$ cat src/soc_pkg.sv
// SoC package with the bus word types, the target address map and controller width
package soc_pkg;

	// Bus byte address
	typedef logic [15:0] addr_t;

	// Bus data word, always accessed whole
	typedef logic [31:0] data_t;

	// Scratch RAM, RAM_WORDS words from this base
	localparam addr_t RAM_BASE = 16'h0000;

	// Configuration block, 4 words
	localparam addr_t CFG_BASE = 16'h0400;

	// Free-running system counter, 1 word
	localparam addr_t CNT_BASE = 16'h0500;

	// Game controller state, 1 word
	localparam addr_t PAD_BASE = 16'h0600;

	// Buttons per serial controller
	localparam int PAD_BITS = 8;

endpackage

$ cat src/system_counter.sv
// System counter target: free-running cycle count, read only
`timescale 1ns/10ps
module system_counter (
	input  logic           clk_50mhz,
	input  logic           resetn,
	input  logic           sel,
	output soc_pkg::data_t rdata
);

	soc_pkg::data_t count;

	always_ff @(posedge clk_50mhz) begin
		if (!resetn)
			count <= '0;
		else
			count <= count + 1'b1;
	end

	// Snapshot of the count at select
	always_ff @(posedge clk_50mhz) begin
		if (sel)
			rdata <= count;
	end

endmodule

$ cat config.mk
export PLATFORM = sky130hd
export DESIGN_NAME = system_counter
export DESIGN_NICKNAME = d
export VERILOG_FILES = /design/src/soc_pkg.sv /design/src/system_counter.sv
export SDC_FILE = /design/constraint.sdc
export NUM_CORES = 1
export LEC_CHECK = 0
export ABC_AREA = 1
export BUFFER_PORTS_ARGS = -buffer_cell sky130_fd_sc_hd__buf_2
export CORE_MARGIN = 3
export CORE_UTILIZATION = 25
export CTS_BUF_LIST = sky130_fd_sc_hd__clkbuf_4 sky130_fd_sc_hd__clkbuf_8
export CTS_CLUSTER_DIAMETER = 80
export DETAILED_ROUTE_END_ITERATION = 6
export GPL_ROUTABILITY_DRIVEN = 0
export HOLD_SLACK_MARGIN = 0.02
export SETUP_SLACK_MARGIN = 0.1
export SYNTH_ARGS = -nofsm -noshare
export SYNTH_HDL_FRONTEND = slang
export SYNTH_SLANG_ARGS = --single-unit
$ cat constraint.sdc
create_clock -name clk_50mhz -period 1.4 [get_ports clk_50mhz]
set_input_delay 0.35 -clock clk_50mhz [delete_from_list [all_inputs] [get_ports clk_50mhz]]
set_output_delay 0.35 -clock clk_50mhz [all_outputs]
set_load 0.05 [all_outputs]
==> qor.csv <==
metric;value;unit
critPathCaptureType;output pin;
die_y;108.7;um
yosys_most_used_dff;edfxtp_1;
die_w;108.7;um
antenna_found_initial;0;
viasPerCell;4.313;
drc;0;
crit_family;flip-flops;
power.share.clock;39.4;%
cts-root-buf;clkbuf_8;
wl_per_cell;11.67;um
fin_nets;337;
synth_edf_count;32;
vias;2027;
cts_tree;done;
fmax;773.5;MHz
syn_to_final_growth;30.53;%
grt_pass1_vias;1896;
cp_max_fo;1;
p_switching;836.8;uW
clock_path_buffers;2;
avgSynthCellArea;9.377;um^2
final_max_slew_viol_count;0;
fp-row-count;36;
worstPathArrival;0.94;ns
synth_async_sr_flop_share;0;%
netlist_area;2635;um^2
n_antenna_cell;0;
pwr-share-comb;6.3;%
drv_cap;0;
numPortBuffers;34;
power_frac_seq;54.3;%
post-dp-hpwl;3.759;mm
wl;5.483;mm
p_leak;0.001298;uW
critPathKind;reg2out;
grt_max_degree;33;
internal_power;2877;uW
tightest_slew;0.3026;ns
worst-path-buf-inv;1;
synth.area.top_cells;edfxtp_1 36%, dfxtp_1 24%, nand2_1 9.4%, nor2_1 7.5%, a21oi_1 4.2%;
tns;0;ns
postRouteAntennaNets;0;
p_sw_share;22.53;%
start_util;26.35;%
path_cells;buf_6;
skew;0.007308;ns
whs;0.3915;ns
cts.clk_slew.worst_paths;0.06;ns
drtPass1Iterations;4;
ir_drop;0.3668;mV
regArea;1640;um^2
synth_most_common_cell;nand2_1;
overflow;0;
ys_top_cells_by_count;66 x nand2_1, 53 x nor2_1, 32 x dfxtp_1, 32 x edfxtp_1, 22 x a21oi_1;
yosysSeqAreaShare;60.78;%
rsz0062_at_grt;yes;
required;1.05;ns
ys_types;24;
drtIter0Drc;73;
fillers;1018;
slew_headroom;79.70;%
hold_class;in2reg;
yosysWarnings;0;
pwr_density_cell;1080;nW/um^2
synth_seq_cells;64;
multi_input_comb_area;1049;um^2
worst_path_max_delay_cell;edfxtp_1;
die_area;11810;um^2
insertion_delay;0.34;ns
grt_pass1_wl;9.011;mm
ios;35;
coreArea;10000;um^2
htree_levels;3;
drive_gt1_share;35.61;%
finalCritPeriodShare;92.35;%
netlist_instances;281;
max_stage_delay;0.43;ns
cts_made_buffers;9;
synth.largest_area_cell;edfxtp_1;
syn-num-nets;285;
cp-start-kind;flop;
status;complete, no violations;
track_usage;9.900;%
hold_violations;0;
r2r_setup_slack;0.13;ns
cts_sinks;64;
yosys.area.top_type_share;36.47;%
setup-violations-final;0;
period_needed;1.293;ns
[tightest hold or removal path, cell delays in order]
cell	delay, ns
buf_2	0.11
clkinv_1	0.18
a21oi_2	0.05
[area by class of cell]
| type | count | area share (%) |
|---|---|---|
| repair buffers | 43 | 9.785 |
| clock inverters | 5 | 1.419 |
| well taps | 133 | 4.838 |
| inverters | 18 | 1.964 |
| multi-input cells | 197 | 30.48 |
| flip-flops and latches | 64 | 47.69 |
| clock buffers | 10 | 3.820 |
[logic make-up after synthesis]
| kind of cell | synth area share (%) |
|---|---|
| AOI/OAI and AO/OA | 6.078 |
| xor gates and xnor gates | 0.6649 |
| adders and majority gates | 0.4748 |
| and+or+nand+nor | 29.15 |
| buffers and inverters | 2.849 |
| DFF | 60.78 |
[metal layers]
layer / routed length [um] / share of wire, % / track usage, % / vias to the layer above
li1: - / - / - / 1031
met1: 2546 / 46 / 12.57 / 931
met2: 2482 / 45 / 14.83 / 44
met3: 198 / 3.6 / 1.776 / 21
met4: 256 / 4.7 / 7.755 / 0
met5: 0 / 0 / 0 / -
[state kept, by name, summed over array words and instances, names as in the netlist]
name / count
rdata: 32
count: 32
[metrics by stage]
step / area [um^2] / setup slack [ns] / cells / power [uW] / util, %
final: 3440 / 0.1072 / 470 / 3714 / 34.40
after global placement: 3007 / 0.05549 / 450 / 2264 / 30.07
after floorplan: 2635 / 0.1115 / 281 / 2198 / -
after global routing: 3440 / 0.03214 / 470 / 3853 / 34.40
after detailed placement: 3007 / -0.003511 / 450 / 2267 / 30.07
after CTS: 3284 / 0.06732 / 467 / 3764 / 32.85
[power by group through the flow]
| stage | logic, uW | registers (uW) | clock network (uW) |
|---|---|---|---|
| final | 234 | 2020 | 1460 |
| after detailed placement | 213 | 2050 | 0 |
| after global routing | 248 | 2020 | 1590 |
| after floorplan | 34.4 | 2160 | 0 |
| after global placement | 211 | 2050 | 0 |
| after CTS | 225 | 2020 | 1520 |
[placed cells by master (no fill, tap or decap), types with 2 or more instances in the layout]
cell type  synthesis  final
a21oi_1           22     20
a21oi_2            0      2
and2_1             3      3
buf_2              0     13
buf_4              0     19
buf_6              0      9
clkbuf_4           0      2
clkbuf_8           0      9
clkinv_1           1      2
clkinv_2           0      3
dfxtp_1           32      9
dfxtp_2            0     19
dfxtp_4            0      4
edfxtp_1          32     32
inv_1             16     16
nand2_1           66     63
nand2_2            4      6
nand2_4            2      3
nand3_1           15     10
nand3_2            0      5
nor2_1            53     46
nor2_2             6     10
nor2_4             8     11
nor3b_1            2      2
o21a_1             2      2
o21ai_0            7      5
o21ai_1            0      2
xor2_1             2      2
[path summary, 6_finish.rpt]
kind / cells past startpoint / end / start
worst max-delay path: 1 / rdata[14] / rdata[14]
worst max register to register: 7 / count[10] / count[1]
worst min-delay path: 3 / count[11] / resetn
worst min register to register: 1 / count[0] / count[0]
[timing repair]
action                     4_1_cts  5_1_grt
buffers inserted                 2        3
hold buffers                     0        0
cloned                           0        0
pin swaps                        6       14
gates resized for setup         30       61
setup endpoints to repair       30       41
(Power assumes the default switching activity.)
