==> config.mk <==
export PLATFORM = sky130hd
export DESIGN_NAME = bus_fabric
export DESIGN_NICKNAME = d
export VERILOG_FILES = /design/src/soc_pkg.sv /design/src/bus_fabric.sv
export SDC_FILE = /design/constraint.sdc
export NUM_CORES = 1
export LEC_CHECK = 0
export ABC_AREA = 1
export BUFFER_PORTS_ARGS = -buffer_cell sky130_fd_sc_hd__buf_2
export CAP_MARGIN = 15
export CORE_AREA = 10 10 128 130
export CTS_BUF_LIST = sky130_fd_sc_hd__clkbuf_2 sky130_fd_sc_hd__clkbuf_4 sky130_fd_sc_hd__clkbuf_8
export DETAILED_ROUTE_END_ITERATION = 12
export DIE_AREA = 0 0 138 140
export PLACE_DENSITY = 0.73
export SYNTH_ARGS = -nofsm -noshare
export SYNTH_HDL_FRONTEND = slang
export SYNTH_SLANG_ARGS = --single-unit
==> constraint.sdc <==
create_clock -name clk_50mhz -period 9.1 [get_ports clk_50mhz]
set_input_delay 1.82 -clock clk_50mhz [delete_from_list [all_inputs] [get_ports clk_50mhz]]
set_output_delay 1.82 -clock clk_50mhz [all_outputs]
set_load 0.005 [all_outputs]
==> src/soc_pkg.sv <==
// SoC package with the bus word types, the target address map and controller width
package soc_pkg;

	// Bus byte address
	typedef logic [15:0] addr_t;

	// Bus data word, always accessed whole
	typedef logic [31:0] data_t;

	// Scratch RAM, RAM_WORDS words from this base
	localparam addr_t RAM_BASE = 16'h0000;

	// Configuration block, 4 words
	localparam addr_t CFG_BASE = 16'h0400;

	// Free-running system counter, 1 word
	localparam addr_t CNT_BASE = 16'h0500;

	// Game controller state, 1 word
	localparam addr_t PAD_BASE = 16'h0600;

	// Buttons per serial controller
	localparam int PAD_BITS = 8;

endpackage

==> src/bus_fabric.sv <==
// Bus fabric: round-robin arbitration of two masters, address decode and read data return
`timescale 1ns/10ps
module bus_fabric #(
	parameter int RAM_WORDS = 256
) (
	input  logic                              clk_50mhz,
	input  logic                              resetn,
	input  logic                              m0_req,
	input  logic                              m0_we,
	input  soc_pkg::addr_t                    m0_addr,
	input  soc_pkg::data_t                    m0_wdata,
	output logic                              m0_ack,
	output soc_pkg::data_t                    m0_rdata,
	output logic                              m0_err,
	input  logic                              m1_req,
	input  logic                              m1_we,
	input  soc_pkg::addr_t                    m1_addr,
	input  soc_pkg::data_t                    m1_wdata,
	output logic                              m1_ack,
	output soc_pkg::data_t                    m1_rdata,
	output logic                              m1_err,
	output logic                              ram_sel,
	output logic                              cfg_sel,
	output logic                              cnt_sel,
	output logic                              pad_sel,
	output logic                              t_we,
	output logic [$bits(soc_pkg::addr_t)-3:0] t_addr,
	output soc_pkg::data_t                    t_wdata,
	input  soc_pkg::data_t                    ram_rdata,
	input  soc_pkg::data_t                    cfg_rdata,
	input  soc_pkg::data_t                    cnt_rdata,
	input  soc_pkg::data_t                    pad_rdata
);

	localparam logic [1:0] S_IDLE     = 2'd0;
	localparam logic [1:0] S_ACCESS   = 2'd1;
	localparam logic [1:0] S_ACK_WAIT = 2'd2;
	localparam logic [1:0] S_RELEASE  = 2'd3;

	logic [1:0]     state;
	logic           gnt;
	logic           prio;
	logic           pick;
	logic           g_req;
	logic           g_we;
	soc_pkg::addr_t g_addr;
	soc_pkg::addr_t base;
	soc_pkg::addr_t off;
	logic [3:0]     hit;
	soc_pkg::data_t t_rdata;

	function automatic logic in_window(soc_pkg::addr_t a, soc_pkg::addr_t b,
		int unsigned words);
		soc_pkg::addr_t d;
		d = a - b;
		return 32'(d) < words * 4;
	endfunction

	// Request fields of the granted master
	assign g_req   = gnt ? m1_req : m0_req;
	assign g_we    = gnt ? m1_we : m0_we;
	assign g_addr  = gnt ? m1_addr : m0_addr;
	assign t_we    = g_we;
	assign t_wdata = gnt ? m1_wdata : m0_wdata;

	// m1 wins a tie only when it holds priority
	assign pick = m1_req && (!m0_req || prio);

	assign hit[0] = in_window(g_addr, soc_pkg::RAM_BASE, RAM_WORDS);
	assign hit[1] = in_window(g_addr, soc_pkg::CFG_BASE, 4);
	assign hit[2] = in_window(g_addr, soc_pkg::CNT_BASE, 1);
	assign hit[3] = in_window(g_addr, soc_pkg::PAD_BASE, 1);

	always_comb begin
		base = soc_pkg::RAM_BASE;
		if (hit[1])
			base = soc_pkg::CFG_BASE;
		if (hit[2])
			base = soc_pkg::CNT_BASE;
		if (hit[3])
			base = soc_pkg::PAD_BASE;
	end

	assign off    = g_addr - base;
	assign t_addr = off[$bits(soc_pkg::addr_t)-1:2];

	// One select for the single access cycle, none when unmapped
	assign {pad_sel, cnt_sel, cfg_sel, ram_sel} = (state == S_ACCESS) ? hit : 4'b0000;

	// Unmapped leaves every term zero
	assign t_rdata = ({32{hit[0]}} & ram_rdata) | ({32{hit[1]}} & cfg_rdata) |
		({32{hit[2]}} & cnt_rdata) | ({32{hit[3]}} & pad_rdata);

	always_ff @(posedge clk_50mhz) begin
		if (!resetn) begin
			state  <= S_IDLE;
			gnt    <= 1'b0;
			prio   <= 1'b0;
			m0_ack <= 1'b0;
			m1_ack <= 1'b0;
			m0_err <= 1'b0;
			m1_err <= 1'b0;
		end else begin
			case (state)
				S_IDLE: begin
					if (m0_req || m1_req) begin
						gnt   <= pick;
						prio  <= ~pick;
						state <= S_ACCESS;
					end
				end
				S_ACCESS: begin
					state <= S_ACK_WAIT;
				end
				S_ACK_WAIT: begin
					if (gnt) begin
						m1_ack <= 1'b1;
						m1_err <= ~|hit;
					end else begin
						m0_ack <= 1'b1;
						m0_err <= ~|hit;
					end
					state <= S_RELEASE;
				end
				default: begin
					// Hold ack and grant while the master keeps req up
					if (!g_req) begin
						m0_ack <= 1'b0;
						m1_ack <= 1'b0;
						m0_err <= 1'b0;
						m1_err <= 1'b0;
						state  <= S_IDLE;
					end
				end
			endcase
		end
	end

	// Writes return zero
	always_ff @(posedge clk_50mhz) begin
		if (state == S_ACK_WAIT) begin
			if (gnt)
				m1_rdata <= g_we ? '0 : t_rdata;
			else
				m0_rdata <= g_we ? '0 : t_rdata;
		end
	end

endmodule

==> run metrics, run 1 <==
skew final about 5 ps; Port-buffer cells 344; final slew viol count 0; CTS root buffer clkbuf_8; largest family of logic cells by synthesized area simple AND/OR/NAND/NOR gates; post-synthesis adder-cell area fraction 0.0236; Worst Path Required between 7000 and 8000 ps; Worst Setup Start Kind input port; gr usage total 0.197; Worst-path clk slew ~80 ps; Synth Register Bits between 70 and 80; Crit path arrival time 5260 ps; io pins 349; row count 43; Hold Crit Class register to register; Synth area leaders edfxtp_1 (38%), nand2_1 (19%), inv_1 (5.6%), nand3b_1 (4.9%), nand2_2 (4.5%); status complete, no violations; normalized max-slew margin 0.309; die area 19300 µm²; post-synthesis compound-gate area fraction 0.0297; Final Critical Period slightly above 7000 ps; PostCTS Resize Cnt 0; simple-gate share of the synthesized area 0.416; area of the mapped netlist approximately 5000 µm²; mux share of post-synthesis cell area 0; nets@finish 1234; post-synthesis sequential area ratio 0.409; Commonest cells post-synth nand2_1 (262), inv_1 (76), edfxtp_1 (64), nand2_2 (37), nand3_1 (37); pre-CTS WS a little over 2000 ps; post-synthesis xor/xnor area fraction 0.0103; max frequency 141 MHz; RePlAce Congestion 0.834; global-route wire length before repair 30600 µm; initial core utilization 0.370; number of enable flip-flop cells after synthesis 64; antenna violations before repair 1; Clock Sinks 72; crit-path max FO 33; layout cells sized above 1 0.436; Synth area leader edfxtp_1; CTS tree yes; Post-CTS Setup Bufs 0; post-route clock period utilization 0.778; top cell type's share of synthesized area 0.377; Top FF cell, synth edfxtp_1; Filler Cell Count around 1.4k; Power Density 163 nW/µm²; clock buffer depth 2; total grt overflow 0; Final Hold Vio Count 0; DRC errors left 0; cells on worst reg2reg path 12; distinct cell type count after synthesis 35; mean area per synthesized cell 7.64 µm²; RSZ-0062 raised after global routing false; H-tree levels 3; Final setup viols 0; via/cell ratio 4.72; TritonCTS Buffers 9; leakage 4.04 nW; Setup crit end kind output pin; cts hold-fix bufs 0; Ys Warns 0; post-route ant nets 0; Die W 138 µm; routed wire length around 20000 µm; Worst Tran Pin Value approximately 1000 ps; Initial DRT Pass Iterations 5; dpl hpwl 15800 µm; Gate Count Post-Synth 666; Maximum Capacitance Violations 0; total number of vias 5578; area delta synth->final 38.2%; largest net degree at the start of global routing 50; Final WS setup 2020 ps; hold depth 2; number of global-route vias before repair 5714; Die Ht between 100 and 150 µm; count leader, synth nand2_1; Fin Setup TNS 0 ps; initial drt markers around 270; DR WL/cell approximately 17 µm; Async S/R FF share, synth 0; maximum vdd drop ~150 µV; clk_lat worst skew ~340 ps; Crit Path Category input port to output pin; core area 13800 µm²; Syn Nets 905
[layout make-up]
type / count / area [µm²] / share of cell area
well taps: 180 / 225 / 0.0320
clock inverters: 6 / 45.0 / 0.00640
multi-input cells: 478 / 2450 / 0.348
repair buffers: 353 / 1790 / 0.254
inverters: 81 / 309 / 0.0439
clock buffers: 10 / 131 / 0.0187
flip-flops and latches: 72 / 2080 / 0.296
diodes: 1 / 2.50 / 0.000356
[final timing paths]
check              start    endpoint  slack, ps
max          m0_addr[10]  t_addr[11]       2020
min               m0_ack      m0_ack        470
max reg2reg          gnt      m1_err       5960
min reg2reg       m0_ack      m0_ack        470
[per-stage QoR]
stage | std cells | total power, mW | utilization | area, µm² | hold slack, ps
after floorplan | 666 | 0.725 | - | 5090 | 462
after global placement | 1164 | 0.933 | 0.498 | 6860 | 457
after detailed placement | 1164 | 0.938 | 0.498 | 6860 | 464
after CTS | 1180 | 1.17 | 0.511 | 7040 | 473
after global routing | 1180 | 1.24 | 0.511 | 7040 | 511
final | 1181 | 1.15 | 0.511 | 7040 | 473
[cells in the final DEF (no fill, tap or decap), types with 12 or more instances in the layout]
cell,synthesis,layout
a21oi_1,12,12
buf_2,14,344
edfxtp_1,64,64
inv_1,76,76
nand2_1,262,262
nand2_2,37,37
nand3_1,37,37
nand3b_1,33,33
nand4_1,34,34
nor2_1,14,13
[state kept, by name, summed over array words and instances, names as in the netlist]
name      flops
m1_err        1
m0_ack        1
m0_rdata     32
m0_err        1
m1_rdata     32
prio          1
state         2
gnt           1
m1_ack        1
[power breakdown]
group	internal, mW	total (mW)	switching, mW
clock	0.103	0.224	0.122
sequential	0.401	0.416	0.0153
combinational	0.180	0.505	0.325
total	0.684	1.15	0.462
[cells by family (layout without fill, tap and decap cells)]
family,count (synthesis),count (layout)
AND/OR/NAND/NOR,437,437
buffers and inverters,116,450
flip-flops,72,72
AO/OA/AOI/OAI,26,26
adder cells (fa/ha/maj),9,9
XOR/XNOR,6,6
other,0,1
[worst max-delay path, stage by stage]
cell	delay, ps
buf_2	80
inv_1	40
o21ai_0	440
ha_1	320
nand2_1	70
nand2_1	70
nand3_2	60
nor2_2	100
buf_4	360
nand3_1	290
nand2_1	120
nor2_1	50
ha_1	340
nand2_1	80
nor2_1	40
a211oi_1	490
nand3_1	170
xor2_1	170
buf_2	130
[layer usage]
metal,share of wire,up-vias,GRT usage
li1,-,2794,-
met1,0.37,2459,0.209
met2,0.50,300,0.343
met3,0.11,25,0.0845
met4,0.022,0,0.0633
met5,0,-,0
No activity file was read; power rests on OpenSTA's default activity.
==> run 2: changes to the inputs <==
- ABC_AREA: 1 -> 0
- CORE_AREA: 10 10 128 130 -> 10 10 126 128
- DIE_AREA: 0 0 138 140 -> 0 0 136 138
- PLACE_DENSITY: 0.73 -> 0.71
- clock period: 9.1 -> 6.3 ns (I/O delays scaled with it)
==> run 2 against run 1 <==
Area after synthesis fell by 15%. Flip-flop and latch count did not move. Final cell count fell by 23%. Synthesized cell count fell by 42%. Count of clock-buffer cells in the layout did not move. Combinational power rose by 5.7%. Global-route usage rose by 0.27 points. Core utilization fell by 3.8 points. Design area fell by 9.2%. Register-to-register slack got worse by 3000 ps. Critical path type unchanged. Critical endpoint unchanged.
==> run metrics, run 2 <==
status complete, no violations; Power Density ~230 nW/µm²; Final WS setup slightly above 800 ps; Synth area leaders edfxtp_1 (44%), mux2_2 (10%), a22oi_1 (5.9%), a31oi_1 (4.6%), nand4_1 (4.6%); sequential share of power 0.425; number of enable flip-flop cells after synthesis 64; RePlAce Congestion 0.886; count leader, synth edfxtp_1; global-route wire length before repair 29000 µm; fin area 6390 µm²; layout cells sized above 1 0.580; Worst Path Required slightly above 5000 ps; Setup crit end kind output pin; DR WL/cell around 21 µm; post-synthesis sequential area ratio 0.481; io pins roughly 350; distinct cell type count after synthesis 46; Final Hold Vio Count 0; most frequent cells in the layout buf_2 (344), edfxtp_1 (64), mux2_2 (40); Worst Setup Start Kind input port; Async S/R FF share, synth 0; commonest non-fill, non-tap cell in the layout buf_2; mean area per synthesized cell 11.2 µm²; Crit path arrival time 4230 ps; largest family of logic cells by synthesized area simple AND/OR/NAND/NOR gates; top cell type's share of synthesized area 0.444; mux share of post-synthesis cell area 0.130; cts hold-fix bufs 0; clock group share of total power 0.213; Hold Crit Class register to register; Synth area leader edfxtp_1; Gate Count Post-Synth 388; post-synthesis adder-cell area fraction 0.0277; normalized max-slew margin 0.306; leakage 2.76 nW; Worst-path clk slew 80 ps; core area 13500 µm²; total power 1.47 mW; simple-gate share of the synthesized area 0.154; Port-buffer cells 344; Net Sw Frac 0.339; Post-CTS Setup Bufs 0; Initial DRT Pass Iterations 5; die area between 15000 and 20000 µm²; number of antenna diodes 0; post-synthesis compound-gate area fraction 0.144; largest net degree at the start of global routing 35; Hold Slack 482 ps; CTS root buffer clkbuf_8; Final Critical Period 5490 ps; Die Ht 138 µm; area of the mapped netlist around 4300 µm²; Crit Path Category input port to output pin; Worst Tran Pin Value slightly above 1000 ps; final slew viol count 0; dpl hpwl 16000 µm; max frequency approximately 180 MHz; Synth Register Bits 72; Largest regs m0_rdata (32), m1_rdata (32), state (2); Syn Nets 627; Fin Setup TNS 0 ps; TritonCTS Buffers 9; Ys Warns 0; total number of vias 4678; row count 43; Int Power 0.973 mW; CTS tree yes; skew final 17.4 ps; routed wire length 19400 µm; Commonest cells post-synth edfxtp_1 (64), mux2_2 (40), nand2_1 (36), a22oi_1 (34); area delta synth->final 47.6%; crit-path max FO 5; gr usage total 0.199; Top FF cell, synth edfxtp_1; post-route clock period utilization 0.871; number of global-route vias before repair 5045; DRC errors left 0; initial drt markers ~280; pre-CTS WS about 770 ps; switching power 0.499 mW; post-route ant nets 0; Filler Cell Count 1300; PostCTS Resize Cnt 0; RSZ-0062 raised after global routing false; Final setup viols 0; Placed Area approximately 6200 µm²; clk_lat worst skew 350 ps; nets@finish 962; H-tree levels 3; total grt overflow 0; Die W ~140 µm; Clock Sinks 72; via/cell ratio 5.15; combinational fraction of design power 0.363; Maximum Capacitance Violations 0; antenna violations before repair 0; clock buffer depth 2; post-synthesis xor/xnor area fraction 0.0162; initial core utilization 0.321; maximum vdd drop 136 µV
==> run 2: cell count changes after synthesis, moves of 10 or more <==
cell      before  now
a22oi_1        0   34
a31oi_1        0   32
clkbuf_1       3   13
inv_1         76    9
mux2_2         0   40
nand2_1      262   36
nand2_2       37    0
nand3_1       37    3
nand3b_1      33    0
==> run 2: metrics by stage <==
stage | cells | util
final | 908 | 0.473
after global routing | 908 | 0.473
after CTS | 908 | 0.473
after detailed placement | 892 | 0.461
after global placement | 892 | 0.461
after floorplan | 388 | -
==> run 2: cell families (layout without fill, tap and decap cells) <==
logic type,after synthesis,after routing
adder cells (fa/ha/maj),9,9
AND/OR/NAND/NOR,120,120
XOR/XNOR,8,8
multiplexers,50,50
buffers and inverters,39,379
AO/OA/AOI/OAI,90,90
flip-flops,72,72
==> run 2: cell type report <==
| type | instances | area (µm²) | share of cell area |
|---|---|---|---|
| inverters | 9 | 33.8 | 0.00529 |
| repair buffers | 354 | 1800 | 0.281 |
| multi-input cells | 277 | 2080 | 0.326 |
| clock buffers | 10 | 131 | 0.0206 |
| well taps | 180 | 225 | 0.0352 |
| flip-flops and latches | 72 | 2080 | 0.326 |
| clock inverters | 6 | 36.3 | 0.00568 |
==> run 2: final timing paths <==
path              start          end  slack, ps  depth (start not counted)
max reg2reg         gnt  m0_rdata[0]       3000                          9
min                prio         prio        480                          1
max          m1_addr[9]   t_addr[11]        810                         15
min reg2reg        prio         prio        480                          1
==> run 2: layer usage <==
metal / GRT usage / share of wire
met5: 0 / 0
met4: 0.0819 / 0.030
met2: 0.364 / 0.53
met3: 0.0884 / 0.12
met1: 0.187 / 0.33
==> run 2: critical path: stages <==
cell and delay [ps]:
buf_2 110, mux2i_1 280, inv_1 160, ha_1 270, nor3_1 180, a22oi_1 140
xnor2_2 180, and3_4 240, inv_1 70, ha_1 260, a21o_1 150, a21oi_1 330
nand2_1 120, xor2_1 280, buf_2 180
==> run 2: power by group through the flow <==
stage / clock network, mW / logic [mW] / registers, mW
floorplan: 0 / 0.274 / 0.626
global placement: 0 / 0.539 / 0.633
detailed placement: 0 / 0.541 / 0.636
CTS: 0.326 / 0.544 / 0.626
global route: 0.347 / 0.583 / 0.633
finish: 0.313 / 0.534 / 0.625
