`src/soc_pkg.sv`:
```
// SoC package with the bus word types, the target address map and controller width
package soc_pkg;

	// Bus byte address
	typedef logic [15:0] addr_t;

	// Bus data word, always accessed whole
	typedef logic [31:0] data_t;

	// Scratch RAM, RAM_WORDS words from this base
	localparam addr_t RAM_BASE = 16'h0000;

	// Configuration block, 4 words
	localparam addr_t CFG_BASE = 16'h0400;

	// Free-running system counter, 1 word
	localparam addr_t CNT_BASE = 16'h0500;

	// Game controller state, 1 word
	localparam addr_t PAD_BASE = 16'h0600;

	// Buttons per serial controller
	localparam int PAD_BITS = 8;

endpackage

```
`src/config_regs.sv`:
```
// Configuration register target: four words, word 0 bit 0 drives video rotation
`timescale 1ns/10ps
module config_regs (
	input  logic           clk_50mhz,
	input  logic           resetn,
	input  logic           sel,
	input  logic           we,
	input  logic [1:0]     addr,
	input  soc_pkg::data_t wdata,
	output soc_pkg::data_t rdata,
	output logic           rotate_video
);

	soc_pkg::data_t regs [4];

	always_ff @(posedge clk_50mhz) begin
		if (!resetn)
			regs <= '{default: '0};
		else if (sel && we)
			regs[addr] <= wdata;
	end

	always_ff @(posedge clk_50mhz) begin
		if (sel)
			rdata <= regs[addr];
	end

	assign rotate_video = regs[0][0];

endmodule

```
`config.mk`:
```
export PLATFORM = sky130hd
export DESIGN_NAME = config_regs
export DESIGN_NICKNAME = d
export VERILOG_FILES = /design/src/soc_pkg.sv /design/src/config_regs.sv
export SDC_FILE = /design/constraint.sdc
export NUM_CORES = 1
export LEC_CHECK = 0
export BUFFER_PORTS_ARGS = -buffer_cell sky130_fd_sc_hd__buf_2
export CAP_MARGIN = 25
export CORE_ASPECT_RATIO = 1.2
export CORE_MARGIN = 2
export CORE_UTILIZATION = 43
export CTS_CLUSTER_DIAMETER = 60
export DETAILED_ROUTE_END_ITERATION = 7
export GPL_TIMING_DRIVEN = 0
export SYNTH_ARGS = -nofsm -noshare
export SYNTH_HDL_FRONTEND = slang
export SYNTH_SLANG_ARGS = --single-unit
export TNS_END_PERCENT = 50
```
`constraint.sdc`:
```
create_clock -name clk_50mhz -period 2.4 [get_ports clk_50mhz]
set_input_delay 0.72 -clock clk_50mhz [delete_from_list [all_inputs] [get_ports clk_50mhz]]
set_output_delay 0.72 -clock clk_50mhz [all_outputs]
set_load 0.05 [all_outputs]
```
==> impl_metrics.tcl, run 1 <==
set metrics [dict create \
    outcome "finished clean" \
    timing.setup.critical_path_class "reg -> out" \
    slew-limit-headroom_pct 55.3 \
    post_synth_fa_ha_maj_area_fraction_pct 0 \
    placement.io_buffers 67 \
    vias_in_the_first_global_route 4478 \
    synth_top_family_by_area "multiplexers" \
    cts_hold_repair.buffers 0 \
    route.vias.total 4146 \
    synth_area_leader_cell "dfxtp_1" \
    synth_sequential_area_ratio_pct 54.7 \
    ratio_of_cells_with_drive_above_1_in_the_final_layout_pct 25.4 \
    cp_data_required_time_ns 1.68 \
    hold_viol_final 0 \
    cts_max_path_buffers 2 \
    critical_path_slowest_stage_cell "dfxtp_1" \
    timing.final.crit_share_pct 74.6 \
    layout.cell_area.non_filler_um2 7610 \
    grt_first_pass_wirelength_um 23900 \
    cts_buffers 17 \
    root_buf_cell "clkbuf_16" \
    design.die.area_um2 16000 \
    routabilityCongestion 0.759 \
    timing.max_cap.violations 0 \
    clock_tree.htree_level_count 4 \
    gr-usage-all-layers_pct 19.6 \
    timing.critical_path.fanout_max 3 \
    family_with_the_most_delay_on_the_worst_path "flip-flops" \
    cellLeakagePower_nw 3.46 \
    post_synth_instance_area_um2 6440 \
    fin_skew_ns 0.00625 \
    die_x_um 116 \
    yosys-top-cells-area "dfxtp_1, mux2i_1, edfxtp_1, mux4_2, nand2_1" \
    avgViaCountPerCell 5.01 \
    post-dp-hpwl_um 9690 \
    maxClockFrequency_mhz 559 \
    yosysWarnings 0 \
    worstPathArrival_ns 1.07 \
    final-setup-viol-count 0 \
    clkLatencyLatePin_ns 0.41 \
    netlist.area_leader.share_pct 39.8 \
    clock_sinks 160 \
    length_of_the_first_detailed_routing_pass_in_iterations 4 \
    worst_setup_hold_path_clk_slew_ns 0.06 \
    timing_worst_slew_pin_value_ns 0.670 \
    diodes 0 \
    placement.cell_area_um2 7030 \
    cts_tree "done" \
    critical_path.endpoint_type "output port" \
    drtIter0Drc 196 \
    core_um2 14800 \
    post_synth_num_cell_types 12 \
    xor_and_xnor_area_share_after_synthesis_pct 0 \
    grt_antenna_before_repair 0 \
    syn2layout_area_growth_pct 18.2 \
    power.ir.vdd_worst_uv 349 \
    critical_path_start_type "flip-flop" \
    syn_nets 561 \
    power.density_nw_per_um2 770 \
    finalHoldWorstSlack_ns 0.454 \
    grt_max_degree 37 \
    grt-ovfl-total 0 \
    drt_drc_violations_left 0 \
    design.portCount 71 \
    syn-instance-count 523 \
    synthesis.area_per_instance_um2 12.3 \
    rsz0062_at_grt "no" \
    holdCritPathClass "reg -> reg" \
    chipHeight_um 138 \
    timing.final.crit_period_ns 1.79 \
    wl_per_cell_um 17.9 \
    detail-route-antenna-nets 0 \
    synth.mux.area_fraction_pct 31.1 \
    ys_seq_elements 160 \
    mostFrequentLayoutCell "nand2_1" \
    layout_common_cells "nand2_1, mux2i_1, dfxtp_1" \
    crit_path_buf_inv_count 1 \
    post_cts.repair.setup_buffers 0 \
    synth_compound_area_share_pct 0 \
    path_cells "buf_2" \
    floorplan.rows 49 \
    cts.repair.resized 0 \
    synth_simple_gate_area_share_pct 10.5 \
    report.final.slew_viol_count 0 \
    start_util_pct 43.4 \
    critPathMaxStageDelay_ns 0.38 \
    drt-total-wl_um 14800 \
    finish.net_count 648 \
]
[synthesized netlist by cell type]
library cell and n:
and4bb_1 1, buf_2 9, buf_4 12, buf_6 5, clkbuf_1 13, dfxtp_1 128
edfxtp_1 32, mux2i_1 128, mux4_2 32, nand2_1 160, nand4_2 1, nand4b_4 2
[metrics by stage]
step                      setup slack, ns  setup TNS (ns)  total power [mW]  std cells  utilization, %
after floorplan                     0.504               0              3.21        523               -
after global placement            -0.0518           -1.47              3.36        794            47.4
after detailed placement          -0.0970           -4.44              3.37        794            47.4
after CTS                           0.322               0              5.90        826            51.2
after global routing                0.577               0              6.06        827            51.3
final                               0.611               0              5.86        827            51.3
[final cells by class]
class | instances | area [um2]
buffer | 39 | 240
tap | 204 | 255
sequential | 160 | 3520
multi-input combinational | 324 | 2680
timing repair buffer | 68 | 355
clock buffer | 23 | 478
clock inverter | 9 | 85.1
fill | 1363 | 7220
[layer usage]
| metal | vias up | global-route usage (%) | part of all wire (%) | wire length (um) |
|---|---|---|---|---|
| met3 | 10 | 4.43 | 3.3 | 484 |
| met4 | 0 | 4.70 | 0.94 | 140 |
| met5 | - | 0 | 0 | 0 |
| li1 | 2000 | - | - | - |
| met1 | 2062 | 24.9 | 44 | 6560 |
| met2 | 74 | 33.7 | 52 | 7640 |
[flip-flops by register name (all words and copies together), names as in the netlist]
name	cells
regs	127
rdata	32
rotate_video	1
[power by group]
| group | switching [mW] | total (mW) | internal (mW) | leakage (nW) |
|---|---|---|---|---|
| clock | 1.05 | 2.55 | 1.51 | 0.269 |
| combinational | 0.312 | 0.467 | 0.154 | 1.82 |
| sequential | 0.0284 | 2.84 | 2.82 | 1.37 |
| total | 1.39 | 5.86 | 4.48 | 3.46 |
[cell families (layout without fill, tap and decap cells)]
family                 count (synthesis)  after routing
and+or+nand+nor                      164            164
muxes                                160            160
DFF                                  160            160
buffers and inverters                 39            139
[worst paths after layout]
| check | slack (ns) | to | cells after the start | startpoint |
|---|---|---|---|---|
| hold reg to reg | 0.45 | regs[104] | 2 | regs[104] |
| setup / recovery | 0.61 | rotate_video | 1 | rotate_video |
| setup reg to reg | 1.34 | rdata[24] | 1 | regs[24] |
| hold / removal | 0.45 | regs[104] | 2 | regs[104] |
No activity file was read; power rests on OpenSTA's default activity.
==> run 2: changes to the inputs <==
Settings changed: ABC_AREA set to 1.
Clock period 2.4 ns to 1.5 ns, I/O delays scaled along.
==> run 2 against run 1 <==
Against the previous run:
- routed wire length rose by 25%
- core utilization barely moved
- via count rose by 47%
- cell count rose by 51%
==> impl_metrics.tcl, run 2 <==
set metrics [dict create \
    drtIter0Drc 332 \
    timing_worst_slew_pin_value_ns 0.632 \
    routabilityCongestion 0.820 \
    fillerInstances 1613 \
    detail-route-antenna-nets 0 \
    timing.critical_path.fanout_max 1 \
    post_synth_top_cells "nand2_1, nor2_1, dfxtp_1" \
    cellLeakagePower_nw 3.47 \
    syn_nets 978 \
    drt_drc_violations_left 0 \
    synth_area_leader_cell "dfxtp_1" \
    post-dp-hpwl_um 12400 \
    avgViaCountPerCell 4.89 \
    yosysWarnings 0 \
    largest_reg_flops 127 \
    wl_per_cell_um 14.9 \
    hold_viol_final 0 \
    syn2layout_area_growth_pct 18.0 \
    critical_path_start_type "flip-flop" \
    worst_setup_hold_path_clk_slew_ns 0.06 \
    clock_tree.htree_level_count 4 \
    gr-usage-all-layers_pct 23.1 \
    cts_tree "done" \
    ys_dominant_reg_cell "dfxtp_1" \
    fin_skew_ns 0.00478 \
    slew-limit-headroom_pct 57.9 \
    yosys-top-cells-area "dfxtp_1, nand2_1, nor2_1, edfxtp_1, nand3_1" \
    total_power_after_layout_mw 9.85 \
    family_with_the_most_delay_on_the_worst_path "flip-flops" \
    synthesis.area_per_instance_um2 7.15 \
    floorplan.rows 50 \
    syn-instance-count 940 \
    finalCoreUtilization_pct 51.3 \
    design.die.area_um2 16600 \
    design.portCount 71 \
    post_synth_instance_area_um2 6720 \
    grt_max_degree 34 \
    route.vias.total 6103 \
    register_with_the_most_flip_flops "regs" \
    final-setup-viol-count 0 \
    clock_sinks 160 \
    die_x_um 118 \
    crit_path_buf_inv_count 1 \
    synth_sequential_area_ratio_pct 52.4 \
    timing.final.crit_period_ns 1.48 \
    placement.io_buffers 69 \
    mostFrequentLayoutCell "nand2_1" \
    clkLatencyLatePin_ns 0.43 \
    cp_data_required_time_ns 1.05 \
    power.ir.vdd_worst_uv 765 \
    placed_cells_incl_taps 1217 \
    path_cells "buf_2" \
    grt_first_pass_wirelength_um 29700 \
    post_synth_num_cell_types 13 \
    drt-total-wl_um 18600 \
    grt_antenna_before_repair 0 \
    critical_path.endpoint_type "output port" \
    timing.final.crit_share_pct 98.5 \
    setup_tns_ns 0 \
    post_cts.repair.setup_buffers 0 \
    critPathMaxStageDelay_ns 0.38 \
    worstPathArrival_ns 1.03 \
    diodes 0 \
    power.density_nw_per_um2 1240 \
    core_um2 15500 \
    maxClockFrequency_mhz 677 \
    yosysMostFrequentCell "nand2_1" \
    ratio_of_cells_with_drive_above_1_in_the_final_layout_pct 14.0 \
    finish.net_count 1066 \
    report.final.slew_viol_count 0 \
    ys_seq_elements 160 \
    timing.setup.critical_path_class "reg -> out" \
    length_of_the_first_detailed_routing_pass_in_iterations 5 \
    fin_cells 1249 \
    finalHoldWorstSlack_ns 0.371 \
    cts_buffers 17 \
    cts_max_path_buffers 2 \
    layout_common_cells "nand2_1, nor2_1, dfxtp_1" \
    netlist.area_leader.share_pct 38.1 \
    chipHeight_um 141 \
    grt-ovfl-total 0 \
    start_util_pct 43.5 \
    rsz0062_at_grt "yes" \
    holdCritPathClass "in -> reg" \
    synth_enable_flop_cells 32 \
    postSynth.asyncResetShare_pct 0 \
    root_buf_cell "clkbuf_16" \
    outcome "finished clean" \
    timing.max_cap.violations 0 \
    critical_path_slowest_stage_cell "edfxtp_1" \
    vias_in_the_first_global_route 5731 \
]
-- run 2: cell types whose count changed after synthesis, sizes merged, moves of 31 or more --
cell	before	now
nor2	0	263
nand4	1	32
inv	0	36
mux4	32	0
nand3	0	96
mux2i	128	0
nand2	160	293
-- run 2: final cells by class --
type | instances | area (um2) | share of cell area [%]
Sequential cell | 160 | 3520 | 44.4
Buffer | 60 | 287 | 3.61
Inverter | 36 | 135 | 1.70
Multi-Input combinational cell | 684 | 2800 | 35.2
Clock buffer | 20 | 447 | 5.63
Timing Repair Buffer | 69 | 365 | 4.61
Tap cell | 208 | 260 | 3.28
Clock inverter | 12 | 118 | 1.48
-- run 2: report_power, final --
| group | internal (mW) | switching [mW] | total, mW |
|---|---|---|---|
| Clock | 2.47 | 1.73 | 4.20 |
| Combinational | 0.280 | 0.737 | 1.02 |
| Sequential | 4.56 | 0.0670 | 4.63 |
| Total | 7.31 | 2.54 | 9.85 |
-- run 2: metal layers --
layer  wire length, um  vias to the layer above  GRT usage [%]
li1                  -                     3126              -
met1              8390                     2816           29.0
met2              9120                      141           39.5
met3               799                       20           4.13
met4               257                        0           8.94
met5                 0                        -              0
-- run 2: timing repair --
item,CTS,global route
setup endpoints to repair,129,91
gates resized for setup,7,13
hold buffers,0,0
-- run 2: cell families (layout without fill, tap and decap cells) --
kind of cell / after synthesis / after routing / share of synthesized area (%)
and+or+nand+nor: 684 / 684 / 41.6
buffers and inverters: 96 / 197 / 6.01
DFF: 160 / 160 / 52.4
-- run 2: final timing paths --
| path | slack [ns] | endpoint | cells past startpoint | start |
|---|---|---|---|---|
| min | 0.37 | regs[9] | 5 | wdata[9] |
| max reg2reg | 0.68 | rdata[13] | 2 | regs[109] |
| min reg2reg | 0.48 | regs[59] | 2 | regs[59] |
| max | 0.02 | rdata[17] | 1 | rdata[17] |
-- run 2: through the flow --
stage,area [um2],worst slack (ns)
global route,7930,-0.0150
detailed placement,7330,-1.12
finish,7930,0.0222
CTS,7910,0.00155
floorplan,6720,0.169
global placement,7330,-1.07
-- run 2: worst register-to-register path, stage by stage, from the launching register on --
cell     delay, ns
dfxtp_1       0.32
nand2_1       0.06
nand4_1       0.16
==> run 3: changes to the inputs <==
Settings changed: CORE_UTILIZATION 43 to 55, CTS_BUF_LIST set to sky130_fd_sc_hd__clkbuf_8, PLACE_DENSITY set to 0.78.
==> run 3 against run 2 <==
Against the previous run:
- routed wire length down 8.1%
- die area down 21%
- combinational power about the same
- critical path type is now in -> reg
- worst setup slack worse by 0.0052 ns
- first-iteration DRC count up 39%
- largest power group unchanged
- non-clock buffer count unchanged
- final area down 2.0%
==> impl_metrics.tcl, run 3 (synthesis gave the netlist of run 2 again) <==
set metrics [dict create \
    placement.io_buffers 69 \
    critPathMaxStageDelay_ns 0.52 \
    design.portCount 71 \
    detail-route-antenna-nets 0 \
    power.density_nw_per_um2 1130 \
    hold_path.startpoint "sel" \
    grt_antenna_before_repair 0 \
    setup_tns_ns 0 \
    path_cells "buf_2, nor2_2, clkbuf_1, nand2_1, nand4_1" \
    timing_worst_slew_pin_value_ns 0.662 \
    hold_viol_final 0 \
    finalHoldWorstSlack_ns 0.339 \
    grt-ovfl-total 0 \
    avgViaCountPerCell 5.18 \
    outcome "finished clean" \
    floorplan.rows 44 \
    wl_per_cell_um 14.2 \
    mostFrequentLayoutCell "nand2_1" \
    clock_tree.htree_level_count 4 \
    largest_reg_flops 127 \
    critical_path.endpoint_type "flip-flop" \
    fillerInstances 1146 \
    multiInputGateArea_um2 2800 \
    met2_wire_length_um 8300 \
    critical_path_start_type "primary input" \
    cts_tree "done" \
    cp_data_required_time_ns 1.78 \
    report.final.slew_viol_count 0 \
    total_power_after_layout_mw 8.78 \
    die_x_um 105 \
    seq_area_um2 3520 \
    chipHeight_um 125 \
    placement.cell_area_um2 7270 \
    grt_first_pass_wirelength_um 28400 \
    maxClockFrequency_mhz 674 \
    route.vias.total 6228 \
    post-dp-hpwl_um 11500 \
    grt_max_degree 34 \
    fin_cells 1202 \
    register_with_the_most_flip_flops "regs" \
    routabilityCongestion 0.872 \
    timing.critical_path.fanout_max 10 \
    root_buf_cell "clkbuf_8" \
    diodes 0 \
    worst_setup_hold_path_clk_slew_ns 0.08 \
    design.die.area_um2 13100 \
    layout.cell_area.non_filler_um2 7770 \
    ratio_of_cells_with_drive_above_1_in_the_final_layout_pct 13.5 \
    cts_buffers 17 \
    drt-met1-wl_um 6970 \
    start_util_pct 56.0 \
    length_of_the_first_detailed_routing_pass_in_iterations 6 \
    maxUsedRoutingLayer "met4" \
    timing.final.crit_period_ns 1.48 \
    drt_drc_violations_left 0 \
    fin_skew_ns 0.00880 \
    holdCritPathClass "in -> reg" \
    finish.net_count 1066 \
    placed_cells_incl_taps 1170 \
    reg2reg_from "regs[104]" \
    final-setup-viol-count 0 \
    rsz0062_at_grt "yes" \
    slew-limit-headroom_pct 55.9 \
    layout_common_cells "nand2_1, nor2_1, dfxtp_1" \
    total_met3_wirelength_after_detailed_routing_um 1400 \
    gr-usage-all-layers_pct 27.6 \
    timing.setup.critical_path_class "in -> reg" \
    core_um2 12000 \
    cts_hold_repair.buffers 0 \
    drtIter0Drc 462 \
    family_with_the_most_delay_on_the_worst_path "buffers and inverters" \
    clkLatencyLatePin_ns 0.45 \
    clock_sinks 160 \
    critical_path_slowest_stage_cell "clkbuf_1" \
    timing.final.crit_share_pct 98.9 \
    timing.max_cap.violations 0 \
    vias_in_the_first_global_route 5692 \
    cellLeakagePower_nw 3.41 \
    crit_path_buf_inv_count 2 \
    power.ir.vdd_worst_uv 590 \
    worstPathArrival_ns 1.77 \
    post_cts.repair.setup_buffers 0 \
    syn2layout_area_growth_pct 15.7 \
    drt-total-wl_um 17100 \
    worstSetupStartpoint "addr[0]" \
    cts_max_path_buffers 2 \
]
==> run 3: cell count changes in the layout (fill, tap and decap cells not counted), sizes merged <==
cell / change
buf: +2
clkbuf: -2
clkinv: -4
inv: +4
==> run 3: metrics by stage <==
stage | utilization [%] | worst slack [ns]
after floorplan | - | 0.169
after global placement | 60.6 | -1.01
after detailed placement | 60.6 | -1.05
after CTS | 64.3 | -0.00846
after global routing | 64.8 | -0.0268
final | 64.8 | 0.0170
==> run 3: worst paths after layout <==
check | slack [ns] | endpoint | depth (start not counted)
worst min-delay path | 0.34 | rdata[7] | 1
worst max-delay path | 0.02 | rdata[8] | 5
worst max register to register | 0.68 | rdata[8] | 2
worst min register to register | 0.49 | regs[58] | 2
==> run 3: area by class of cell <==
class	instances	area share [%]
clock inverter	12	1.53
inverter	36	1.74
sequential	160	45.3
timing repair buffer	69	5.75
buffer	60	3.56
clock buffer	20	3.54
tap	161	2.59
multi-input combinational	684	36.0
==> run 3: per-layer routing <==
layer,vias up,global-route usage [%]
met5,-,0
met4,0,12.0
met3,33,5.47
met2,261,46.0
met1,2813,34.7
li1,3121,-
==> run 3: where the power goes <==
group | switching (mW) | internal [mW] | total, mW
clock network | 1.53 | 1.59 | 3.12
registers | 0.0723 | 4.55 | 4.63
logic | 0.729 | 0.301 | 1.03
==> run 3: what timing repair did <==
| item | CTS | global route |
|---|---|---|
| endpoints found under the setup margin | 142 | 127 |
| resized for setup | 19 | 18 |
| gates cloned | 0 | 0 |
| pin swaps | 0 | 0 |
==> run 3: worst reg2reg max path, cell delays in order (launching register included) <==
cell     delay, ns
dfxtp_1       0.31
nand2_1       0.06
nand4_1       0.16
